==> config.mk <==
export PLATFORM = sky130hd
export DESIGN_NAME = rv_core
export DESIGN_NICKNAME = d
export VERILOG_FILES = /design/src/rv_isa_pkg.sv /design/src/core_pkg.sv /design/src/rv_decode.sv /design/src/rv_alu.sv /design/src/rv_regfile.sv /design/src/rv_next_pc.sv /design/src/rv_core.sv
export SDC_FILE = /design/constraint.sdc
export NUM_CORES = 2
export LEC_CHECK = 0
export ABC_AREA = 1
export BUFFER_PORTS_ARGS = -buffer_cell sky130_fd_sc_hd__buf_2
export CAP_MARGIN = 30
export CORE_MARGIN = 1
export CORE_UTILIZATION = 50
export DETAILED_ROUTE_END_ITERATION = 8
export HOLD_SLACK_MARGIN = 0.08
export PLACE_DENSITY = 0.71
export SLEW_MARGIN = 5
export SYNTH_ARGS = -nofsm -noshare
export SYNTH_HDL_FRONTEND = slang
export SYNTH_HIERARCHICAL = 1
export SYNTH_SLANG_ARGS = --single-unit
==> constraint.sdc <==
create_clock -name clk -period 5.21 [get_ports clk]
set_input_delay 0.521 -clock clk [delete_from_list [all_inputs] [get_ports clk]]
set_output_delay 0.521 -clock clk [all_outputs]
set_load 0.05 [all_outputs]
==> src/rv_isa_pkg.sv <==
package rv_isa_pkg;

  typedef logic [6:0] opcode_t;

  // major opcodes still handled by the core
  localparam opcode_t op_lui     = 7'b01_101_11;
  localparam opcode_t op_reg_imm = 7'b00_100_11;
  localparam opcode_t op_reg_reg = 7'b01_100_11;
  localparam opcode_t op_branch  = 7'b11_000_11;
  localparam opcode_t op_environ = 7'b11_100_11;

  // alu selectors, shared by the immediate and register forms
  localparam logic [2:0] f3_add_sub = 3'b000;
  localparam logic [2:0] f3_sll     = 3'b001;
  localparam logic [2:0] f3_slt     = 3'b010;
  localparam logic [2:0] f3_sltu    = 3'b011;
  localparam logic [2:0] f3_xor     = 3'b100;
  localparam logic [2:0] f3_srl_sra = 3'b101;
  localparam logic [2:0] f3_or      = 3'b110;
  localparam logic [2:0] f3_and     = 3'b111;

  // branch conditions
  localparam logic [2:0] f3_beq  = 3'b000;
  localparam logic [2:0] f3_bne  = 3'b001;
  localparam logic [2:0] f3_blt  = 3'b100;
  localparam logic [2:0] f3_bge  = 3'b101;
  localparam logic [2:0] f3_bltu = 3'b110;
  localparam logic [2:0] f3_bgeu = 3'b111;

  // alt selects sub and the arithmetic right shift
  localparam logic [6:0] funct7_base = 7'b000_0000;
  localparam logic [6:0] funct7_alt  = 7'b010_0000;

  typedef struct packed {
    logic [6:0] funct7;
    logic [4:0] rs2;
    logic [4:0] rs1;
    logic [2:0] funct3;
    logic [4:0] rd;
    opcode_t    opcode;
  } insn_r_t;

  typedef struct packed {
    logic [11:0] imm;
    logic [4:0]  rs1;
    logic [2:0]  funct3;
    logic [4:0]  rd;
    opcode_t     opcode;
  } insn_i_t;

  // branch offset bits are scattered around the register fields
  typedef struct packed {
    logic       imm_12;
    logic [5:0] imm_10_5;
    logic [4:0] rs2;
    logic [4:0] rs1;
    logic [2:0] funct3;
    logic [3:0] imm_4_1;
    logic       imm_11;
    opcode_t    opcode;
  } insn_b_t;

  typedef struct packed {
    logic [19:0] imm;
    logic [4:0]  rd;
    opcode_t     opcode;
  } insn_u_t;

  typedef union packed {
    insn_r_t r;
    insn_i_t i;
    insn_b_t b;
    insn_u_t u;
  } insn_t;

endpackage

==> src/core_pkg.sv <==
package core_pkg;

  localparam int xlen = 32;

  typedef logic [xlen-1:0] word_t;
  typedef logic [4:0]      reg_idx_t;

  localparam word_t reset_pc = '0;

  typedef enum logic [3:0] {
    alu_add,
    alu_sub,
    alu_sll,
    alu_slt,
    alu_sltu,
    alu_xor,
    alu_srl,
    alu_sra,
    alu_or,
    alu_and,
    // lui just forwards the immediate
    alu_pass_b
  } alu_op_t;

  typedef struct packed {
    reg_idx_t   rd;
    reg_idx_t   rs1;
    reg_idx_t   rs2;
    alu_op_t    alu_op;
    logic       use_imm;
    logic       reg_we;
    logic       is_branch;
    logic [2:0] branch_funct3;
    logic       halt;
  } ctrl_t;

  // one register write per cycle, also the trace seen by the testbench
  typedef struct packed {
    logic     we;
    reg_idx_t rd;
    word_t    data;
  } wb_t;

endpackage

==> src/rv_decode.sv <==
`timescale 1ns/1ps

module rv_decode (
  input  rv_isa_pkg::insn_t insn,
  output core_pkg::ctrl_t   ctrl,
  output core_pkg::word_t   imm
);
  import rv_isa_pkg::*;
  import core_pkg::*;

  always_comb begin
    ctrl = '0;
    ctrl.rd = insn.r.rd;
    ctrl.rs1 = insn.r.rs1;
    ctrl.rs2 = insn.r.rs2;
    ctrl.alu_op = alu_add;
    ctrl.branch_funct3 = insn.r.funct3;
    imm = '0;

    case (insn.r.opcode)
      op_lui: begin
        imm = {insn.u.imm, 12'b0};
        ctrl.alu_op = alu_pass_b;
        ctrl.use_imm = 1'b1;
        ctrl.reg_we = 1'b1;
      end
      op_reg_imm: begin
        imm = {{20{insn.i.imm[11]}}, insn.i.imm};
        ctrl.use_imm = 1'b1;
        ctrl.reg_we = 1'b1;
        case (insn.i.funct3)
          f3_add_sub: ctrl.alu_op = alu_add;
          f3_slt:     ctrl.alu_op = alu_slt;
          f3_sltu:    ctrl.alu_op = alu_sltu;
          f3_xor:     ctrl.alu_op = alu_xor;
          f3_or:      ctrl.alu_op = alu_or;
          f3_and:     ctrl.alu_op = alu_and;
          // shift immediates keep a funct7 in the upper imm bits
          f3_sll: begin
            ctrl.alu_op = alu_sll;
            ctrl.reg_we = (insn.r.funct7 == funct7_base);
          end
          default: begin
            ctrl.alu_op = (insn.r.funct7 == funct7_alt) ? alu_sra : alu_srl;
            ctrl.reg_we = (insn.r.funct7 == funct7_base) || (insn.r.funct7 == funct7_alt);
          end
        endcase
      end
      op_reg_reg: begin
        if (insn.r.funct7 == funct7_base) begin
          ctrl.reg_we = 1'b1;
          case (insn.r.funct3)
            f3_add_sub: ctrl.alu_op = alu_add;
            f3_sll:     ctrl.alu_op = alu_sll;
            f3_slt:     ctrl.alu_op = alu_slt;
            f3_sltu:    ctrl.alu_op = alu_sltu;
            f3_xor:     ctrl.alu_op = alu_xor;
            f3_srl_sra: ctrl.alu_op = alu_srl;
            f3_or:      ctrl.alu_op = alu_or;
            default:    ctrl.alu_op = alu_and;
          endcase
        end else if (insn.r.funct7 == funct7_alt) begin
          // only sub and sra exist with the alt funct7
          if (insn.r.funct3 == f3_add_sub) begin
            ctrl.alu_op = alu_sub;
            ctrl.reg_we = 1'b1;
          end else if (insn.r.funct3 == f3_srl_sra) begin
            ctrl.alu_op = alu_sra;
            ctrl.reg_we = 1'b1;
          end
        end
      end
      op_branch: begin
        imm = {{19{insn.b.imm_12}}, insn.b.imm_12, insn.b.imm_11,
               insn.b.imm_10_5, insn.b.imm_4_1, 1'b0};
        ctrl.is_branch = (insn.b.funct3 != 3'b010) && (insn.b.funct3 != 3'b011);
      end
      op_environ: begin
        // ecall is the one encoding with every other field zero
        ctrl.halt = (insn.i.imm == 12'd0) && (insn.i.rs1 == 5'd0) &&
                    (insn.i.funct3 == 3'd0) && (insn.i.rd == 5'd0);
      end
      default: begin
        ctrl.reg_we = 1'b0;
      end
    endcase
  end

endmodule

==> src/rv_alu.sv <==
`timescale 1ns/1ps

module rv_alu (
  input  core_pkg::alu_op_t op,
  input  core_pkg::word_t   a,
  input  core_pkg::word_t   b,
  output core_pkg::word_t   result
);
  import core_pkg::*;

  logic [4:0] shamt;
  word_t      sum;
  word_t      diff;

  // shifts only look at the low five bits
  assign shamt = b[4:0];
  assign sum = a + b;
  assign diff = a - b;

  always_comb begin
    case (op)
      alu_add: begin
        result = sum;
      end
      alu_sub: begin
        result = diff;
      end
      alu_sll: begin
        result = a << shamt;
      end
      alu_slt: begin
        result = {31'd0, $signed(a) < $signed(b)};
      end
      alu_sltu: begin
        result = {31'd0, a < b};
      end
      alu_xor: begin
        result = a ^ b;
      end
      alu_srl: begin
        result = a >> shamt;
      end
      alu_sra: begin
        result = $signed(a) >>> shamt;
      end
      alu_or: begin
        result = a | b;
      end
      alu_and: begin
        result = a & b;
      end
      alu_pass_b: begin
        result = b;
      end
      default: begin
        result = '0;
      end
    endcase
  end

endmodule

==> src/rv_regfile.sv <==
`timescale 1ns/1ps

module rv_regfile (
  input  logic               clk,
  input  logic               rst,
  input  core_pkg::wb_t      wb,
  input  core_pkg::reg_idx_t rs1,
  input  core_pkg::reg_idx_t rs2,
  output core_pkg::word_t    rs1_data,
  output core_pkg::word_t    rs2_data
);
  import core_pkg::*;

  localparam int num_regs = 32;

  word_t regs [num_regs];

  // reads are combinational within the cycle
  assign rs1_data = regs[rs1];
  assign rs2_data = regs[rs2];

  always_ff @(posedge clk) begin
    if (rst) begin
      for (int i = 0; i < num_regs; i++) begin
        regs[i] <= '0;
      end
    end else if (wb.we && (wb.rd != 5'd0)) begin
      regs[wb.rd] <= wb.data;
    end
  end

  // x0 holds zero no matter what the decoder asks to write
  assert property (@(posedge clk) disable iff (rst) regs[0] == '0);

endmodule

==> src/rv_next_pc.sv <==
`timescale 1ns/1ps

module rv_next_pc (
  input  logic            clk,
  input  logic            rst,
  input  core_pkg::ctrl_t ctrl,
  input  core_pkg::word_t rs1_data,
  input  core_pkg::word_t rs2_data,
  input  core_pkg::word_t imm,
  output core_pkg::word_t pc
);
  import rv_isa_pkg::*;
  import core_pkg::*;

  logic  cond;
  logic  taken;
  word_t pc_next;

  always_comb begin
    case (ctrl.branch_funct3)
      f3_beq:  cond = (rs1_data == rs2_data);
      f3_bne:  cond = (rs1_data != rs2_data);
      f3_blt:  cond = ($signed(rs1_data) < $signed(rs2_data));
      f3_bge:  cond = ($signed(rs1_data) >= $signed(rs2_data));
      f3_bltu: cond = (rs1_data < rs2_data);
      f3_bgeu: cond = (rs1_data >= rs2_data);
      default: cond = 1'b0;
    endcase
  end

  assign taken = ctrl.is_branch && cond;

  always_comb begin
    if (ctrl.halt) begin
      // ecall parks the core on its own address
      pc_next = pc;
    end else if (taken) begin
      pc_next = pc + imm;
    end else begin
      pc_next = pc + 32'd4;
    end
  end

  always_ff @(posedge clk) begin
    if (rst) begin
      pc <= reset_pc;
    end else begin
      pc <= pc_next;
    end
  end

  // branch offsets from the decoder keep fetch word aligned
  assert property (@(posedge clk) disable iff (rst) pc[1:0] == 2'b00);

endmodule

==> src/rv_core.sv <==
`timescale 1ns/1ps

module rv_core (
  input  logic            clk,
  input  logic            rst,
  input  core_pkg::word_t insn,
  output core_pkg::word_t pc,
  output core_pkg::wb_t   wb,
  output logic            halt
);
  import core_pkg::*;

  ctrl_t ctrl;
  word_t imm;
  word_t rs1_data;
  word_t rs2_data;
  word_t alu_b;
  word_t result;

  rv_decode u_decode (
    .insn (insn),
    .ctrl (ctrl),
    .imm  (imm)
  );

  rv_regfile u_regfile (
    .clk      (clk),
    .rst      (rst),
    .wb       (wb),
    .rs1      (ctrl.rs1),
    .rs2      (ctrl.rs2),
    .rs1_data (rs1_data),
    .rs2_data (rs2_data)
  );

  // immediate forms replace the second register operand
  assign alu_b = ctrl.use_imm ? imm : rs2_data;

  rv_alu u_alu (
    .op     (ctrl.alu_op),
    .a      (rs1_data),
    .b      (alu_b),
    .result (result)
  );

  rv_next_pc u_next_pc (
    .clk      (clk),
    .rst      (rst),
    .ctrl     (ctrl),
    .rs1_data (rs1_data),
    .rs2_data (rs2_data),
    .imm      (imm),
    .pc       (pc)
  );

  assign wb.we = ctrl.reg_we;
  assign wb.rd = ctrl.rd;
  assign wb.data = result;
  assign halt = ctrl.halt;

endmodule

After elaboration in Yosys (flattened, before gate mapping)
Memory sizes are Yosys's and may differ from the RTL's.
Cells that the tools add are included.

operators by class
  multiplexer cells = 30
  bitwise logic cells = 3
  shifts and indexed selects = 3
  add/sub/neg operators = 4
  equality and inequality tests = 27
  $lt $le $gt $ge = 6
  reductions and logical operators = 17

operator list
  kind                     number
  $pmux W32 S11            1
  $lt A32 B32 Y1           4
  $mux W32                 3
  $pmux W32 S3             1
  $add A32 B32 Y32         2
  $ge A32 B32 Y1           2
  $pmux W4 S7              2
  $add A32 B3 Y32 const B  1
  $and A32 B32 Y32         1
  $eq A32 B32 Y1           1
  $ne A32 B32 Y1           1
  $or A32 B32 Y32          1
  $reduce_or A32 Y1        1
  $shl A32 B5 Y32          1
  $shr A32 B5 Y32          1
  $sshr A32 B5 Y32         1
  $sub A32 B32 Y32         1
  $xor A32 B32 Y32         1
  $eq A7 B6 Y1 const B     3
  $eq A4 B3 Y1 const B     4
  $eq A7 B7 Y1 const B     2
  $mux W1                  14
  $eq A3 B3 Y1 const B     4
  $eq A4 B4 Y1 const B     3
  other kinds (23)         34

word-level totals
  input port bits = 34
  memories kept = 1
  register bits = 32
  output and inout bits = 71
  memory bits (writable) = 1024
  logic and storage cells = 92

memory list
  memory          words  width  rd ports  clocked after Yosys merged registers in  wr ports  line              RTL
  u_regfile.regs  32     32     2         0                                        32        rv_regfile.sv:16  word_t regs [num_regs];

Logic depth before layout (Yosys ltp)
  depth in word-level cells = 12
  gate-level depth with buffers = 36

By module
Netlist, hierarchy kept.

by module, submodules not included
  module      times used  cells an instance  sequential area each (um^2)  area an instance (um^2)
  rv_regfile  1           7191               30749.5                      56678.1
  rv_alu      1           2184               0.0                          10369.9
  rv_next_pc  1           826                640.6                        5116.2
  rv_decode   1           174                0.0                          929.6
  rv_core     1           104                0.0                          491.7

Worst setup path after synthesis
Ideal clock, no wire load.

  path kind = input -> register
  start = input port insn[21]
  end = memory u_regfile/regs[10][13] in the netlist's numbering, data pin
  buffers on the path = 9
  path slack = 388 ps
  arrival time = 4556 ps
  stages on the path = 31
  data required time = 4944 ps
  cells stage by stage = buf_4 > buf_2 > inv_1 > buf_2 > buf_2 > nand3_1 > nand3_1 > nand2_1 > nand2_1 > nand2_1 > nand2_1 > nand2_1 > nand2_2 > nand2_1 > buf_2 > inv_2 > buf_2 > buf_2 > ha_1 > buf_2 > nor2_1 > nand3_1 > nand3_1 > nand3_1 > nand2_1 > nand2_1 > nand3_1 > nand4_1 > inv_1 > clkbuf_1 > nor2_1

RTL lines
  item             line              RTL
  start, declared  rv_core.sv:6      input core_pkg::word_t insn,
  end, declared    rv_regfile.sv:16

==> flow_summary.json <==
{
  "die_y_um": 385.6,
  "initial_core_util_pct": 50.43,
  "cts-root-buf": "clkbuf_16",
  "min_path_type": "in -> reg",
  "ant_nets": 0,
  "cp_common_cell": "nand2_1",
  "grt_usage_pct": 45.74,
  "cts_buffer_depth": 3,
  "max_stage_delay_ns": 0.25,
  "cts.sinks": 1056,
  "dpl.hpwl_um": 244200,
  "fin_area_um2": 85580,
  "drive_above_1_share_pct": 12.52,
  "die_area_um2": 148700,
  "worstPathArrival_ns": 4.63,
  "dr.pass1.iters": 9,
  "place_inst": 12600,
  "antenna_found_initial": 8,
  "rrSetupSlack_ns": 0.75,
  "rsz0062_at_grt": "yes",
  "path_max_fanout": 34,
  "cts_tree": "done",
  "io_pins": 105,
  "via_count": 79560,
  "holdWs_ns": 0.1945,
  "crit_path_end_kind": "output pin",
  "slowest_stage": "buf_4",
  "maxCapViolations": 0,
  "critPathKind": "in -> out",
  "vias_per_cell": 6.204,
  "synthToLayoutAreaGrowth_pct": 16.30,
  "fin_crit_sh_pct": 98.88,
  "syn-instance-count": 10480,
  "tightest_slew_ns": 0.9332,
  "ys_seq_elements": 1056,
  "placed_area_um2": 81280,
  "gp_congestion": 1.069,
  "synth_top_cell_area_share_pct": 41.79,
  "status": "completed",
  "setup_violations": 0,
  "grt-ovfl-total": 0,
  "h-tree-depth": 3,
  "n_antenna_cell": 0,
  "numCtsBuffers": 116,
  "synth_cell_type_count": 61,
  "ir_worst_vdd_mv": 0.3172,
  "fp.coreArea_um2": 145900,
  "synth_edf_count": 1024,
  "maxSlewHeadroom_pct": 37.31,
  "wl_per_cell_um": 27.28,
  "drc_errors": 0,
  "clock_latency_ns": 0.82,
  "ys_seq_area_share_pct": 42.66,
  "ctsHoldBuffers": 0,
  "hold_viol_final": 0,
  "finalNetCount": 11010,
  "syn_avg_cell_area_um2": 7.022,
  "fmaxAchievable_mhz": 194.1,
  "drt_iter0_markers": 13160,
  "synth.area.top_cells": "edfxtp_1 (42%), nand2_1 (20%), nand3_1 (14%)",
  "die_x_um": 385.6,
  "grt_pass1_wl_um": 495300,
  "grt_max_degree": 82,
  "async_flop_share_pct": 0,
  "wl_um": 349800,
  "fin_crit_ns": 5.152,
  "first_global_vias": 73450,
  "synth_ff_type": "edfxtp_1",
  "layout.cells.non_filler": 12820,
  "slew_violations": 0,
  "path_clk_slew_ns": 0.06,
  "power.density_nw_per_um2": 319.4,
  "portBuffers": 104,
  "fin_skew_ns": 0.1153,
  "ys_warn_count": 6,
  "yosys.area.top_type": "edfxtp_1",
  "p_leak_nw": 39.25,
  "startpoint_type": "primary input",
  "rows": 140,
  "synth_area_um2": 73590,
  "worstPathRequired_ns": 4.69
}
==> synth_stat cells, types with 14 or more instances <==
master,count
inv_1,526
a21oi_1,140
buf_4,59
edfxtp_1,1024
o21bai_1,14
o21ai_0,101
buf_6,46
nand4_1,52
nor3_1,55
o21ai_2,17
nand2_1,3970
xor2_1,47
o22ai_1,36
buf_2,405
clkbuf_1,214
dfxtp_1,32
nand3_1,2059
inv_2,14
nand2_2,35
ha_1,164
buf_1,44
nor2_1,1274
o211ai_1,19
==> path summary, 6_finish.rpt <==
path / from / cells after the start / endpoint
worst min register to register: u_next_pc/pc[0] / 2 / u_next_pc/pc[0]
worst min-delay path: rst / 4 / u_next_pc/pc[25]
worst max-delay path: insn[20] / 29 / wb[22]
worst max register to register: u_regfile/regs[23][1] / 22 / u_regfile/regs[7][0]
==> power by group <==
| part | internal, mW | switching (mW) |
|---|---|---|
| registers | 9.58 | 0.165 |
| clock network | 4.60 | 3.67 |
| logic | 2.75 | 6.56 |
==> per-stage QoR <==
step	utilization, %	power [mW]	TNS, ns	setup slack [ns]
after CTS	58.28	26.80	0	0.01688
after floorplan	-	14.19	0	0.3878
after detailed placement	55.70	18.69	-1.701	-0.09907
after global routing	58.65	27.98	-0.1584	-0.08996
final	58.65	27.33	0	0.05822
after global placement	55.67	18.63	-6.574	-0.1282
==> state kept, by name, indices dropped and copies added (netlist names) <==
name,cells
u_regfile/regs,1024
u_next_pc/pc,32
==> placed cells by master, fill, tap and decap left out, drive strengths merged, types with 5 or more instances in the layout <==
| master | synthesis | final |
|---|---|---|
| clkinv | 3 | 53 |
| conb | 1 | 32 |
| o21ai | 125 | 125 |
| clkbuf | 219 | 152 |
| o211ai | 19 | 19 |
| ha | 164 | 164 |
| bufinv | 0 | 10 |
| and2 | 12 | 12 |
| edfxtp | 1024 | 1024 |
| o21bai | 14 | 14 |
| nand2 | 4007 | 4007 |
| a21boi | 8 | 8 |
| a31oi | 7 | 7 |
| buf | 556 | 951 |
| a21oi | 145 | 145 |
| nor2 | 1295 | 1295 |
| xnor2 | 6 | 6 |
| nand3 | 2064 | 2064 |
| dfxtp | 32 | 32 |
| a21o | 6 | 6 |
| nor3 | 58 | 58 |
| inv | 543 | 547 |
| nor3b | 5 | 5 |
| o22ai | 36 | 36 |
| nand4 | 54 | 54 |
| xor2 | 47 | 47 |
| or2 | 10 | 10 |
==> cell families after synthesis <==
kind of cell    after synthesis  share of synthesized area, %
mux                           1                       0.01360
xor+xnor                     53                        0.6308
simple gates               7512                         42.62
other cells                   1                      0.005096
compound gates              368                         2.902
flops                      1056                         42.66
buf+inv                    1321                         8.303
fa+ha+maj                   167                         2.870
==> layout make-up <==
cell class                      instances  area (µm²)
Clock inverter                         67       725.7
Timing Repair Buffer                  958        9308
Multi-Input combinational cell       8133       36600
Timing Repair inverter                  1       11.26
Tap cell                             1917        2399
Inverter                              546        2135
Clock buffer                          145        3012
Sequential cell                      1056       31390
Fill cell                           13510       60340
==> layer usage <==
layer	share of wire, %	up-vias	GRT usage (%)	routed length [µm]
li1	-	34850	-	-
met1	36	36910	58.48	125500
met2	42	6453	67.42	146500
met3	14	1332	12.45	49700
met4	8.0	12	30.96	28100
met5	0.021	-	0	75
==> critical path, delay by kind of cell <==
kind	cells	cell delay, ns
and+or+nand+nor	18	2.20
buffers and inverters	11	1.82
==> repair_timing <==
| item | CTS | global route |
|---|---|---|
| endpoints found under the setup margin | 4 | 30 |
| buffers inserted | 0 | 3 |
| resized for setup | 7 | 122 |
| cloned | 0 | 4 |
| pin swaps | 0 | 2 |
No activity file was read; power rests on OpenSTA's default activity.
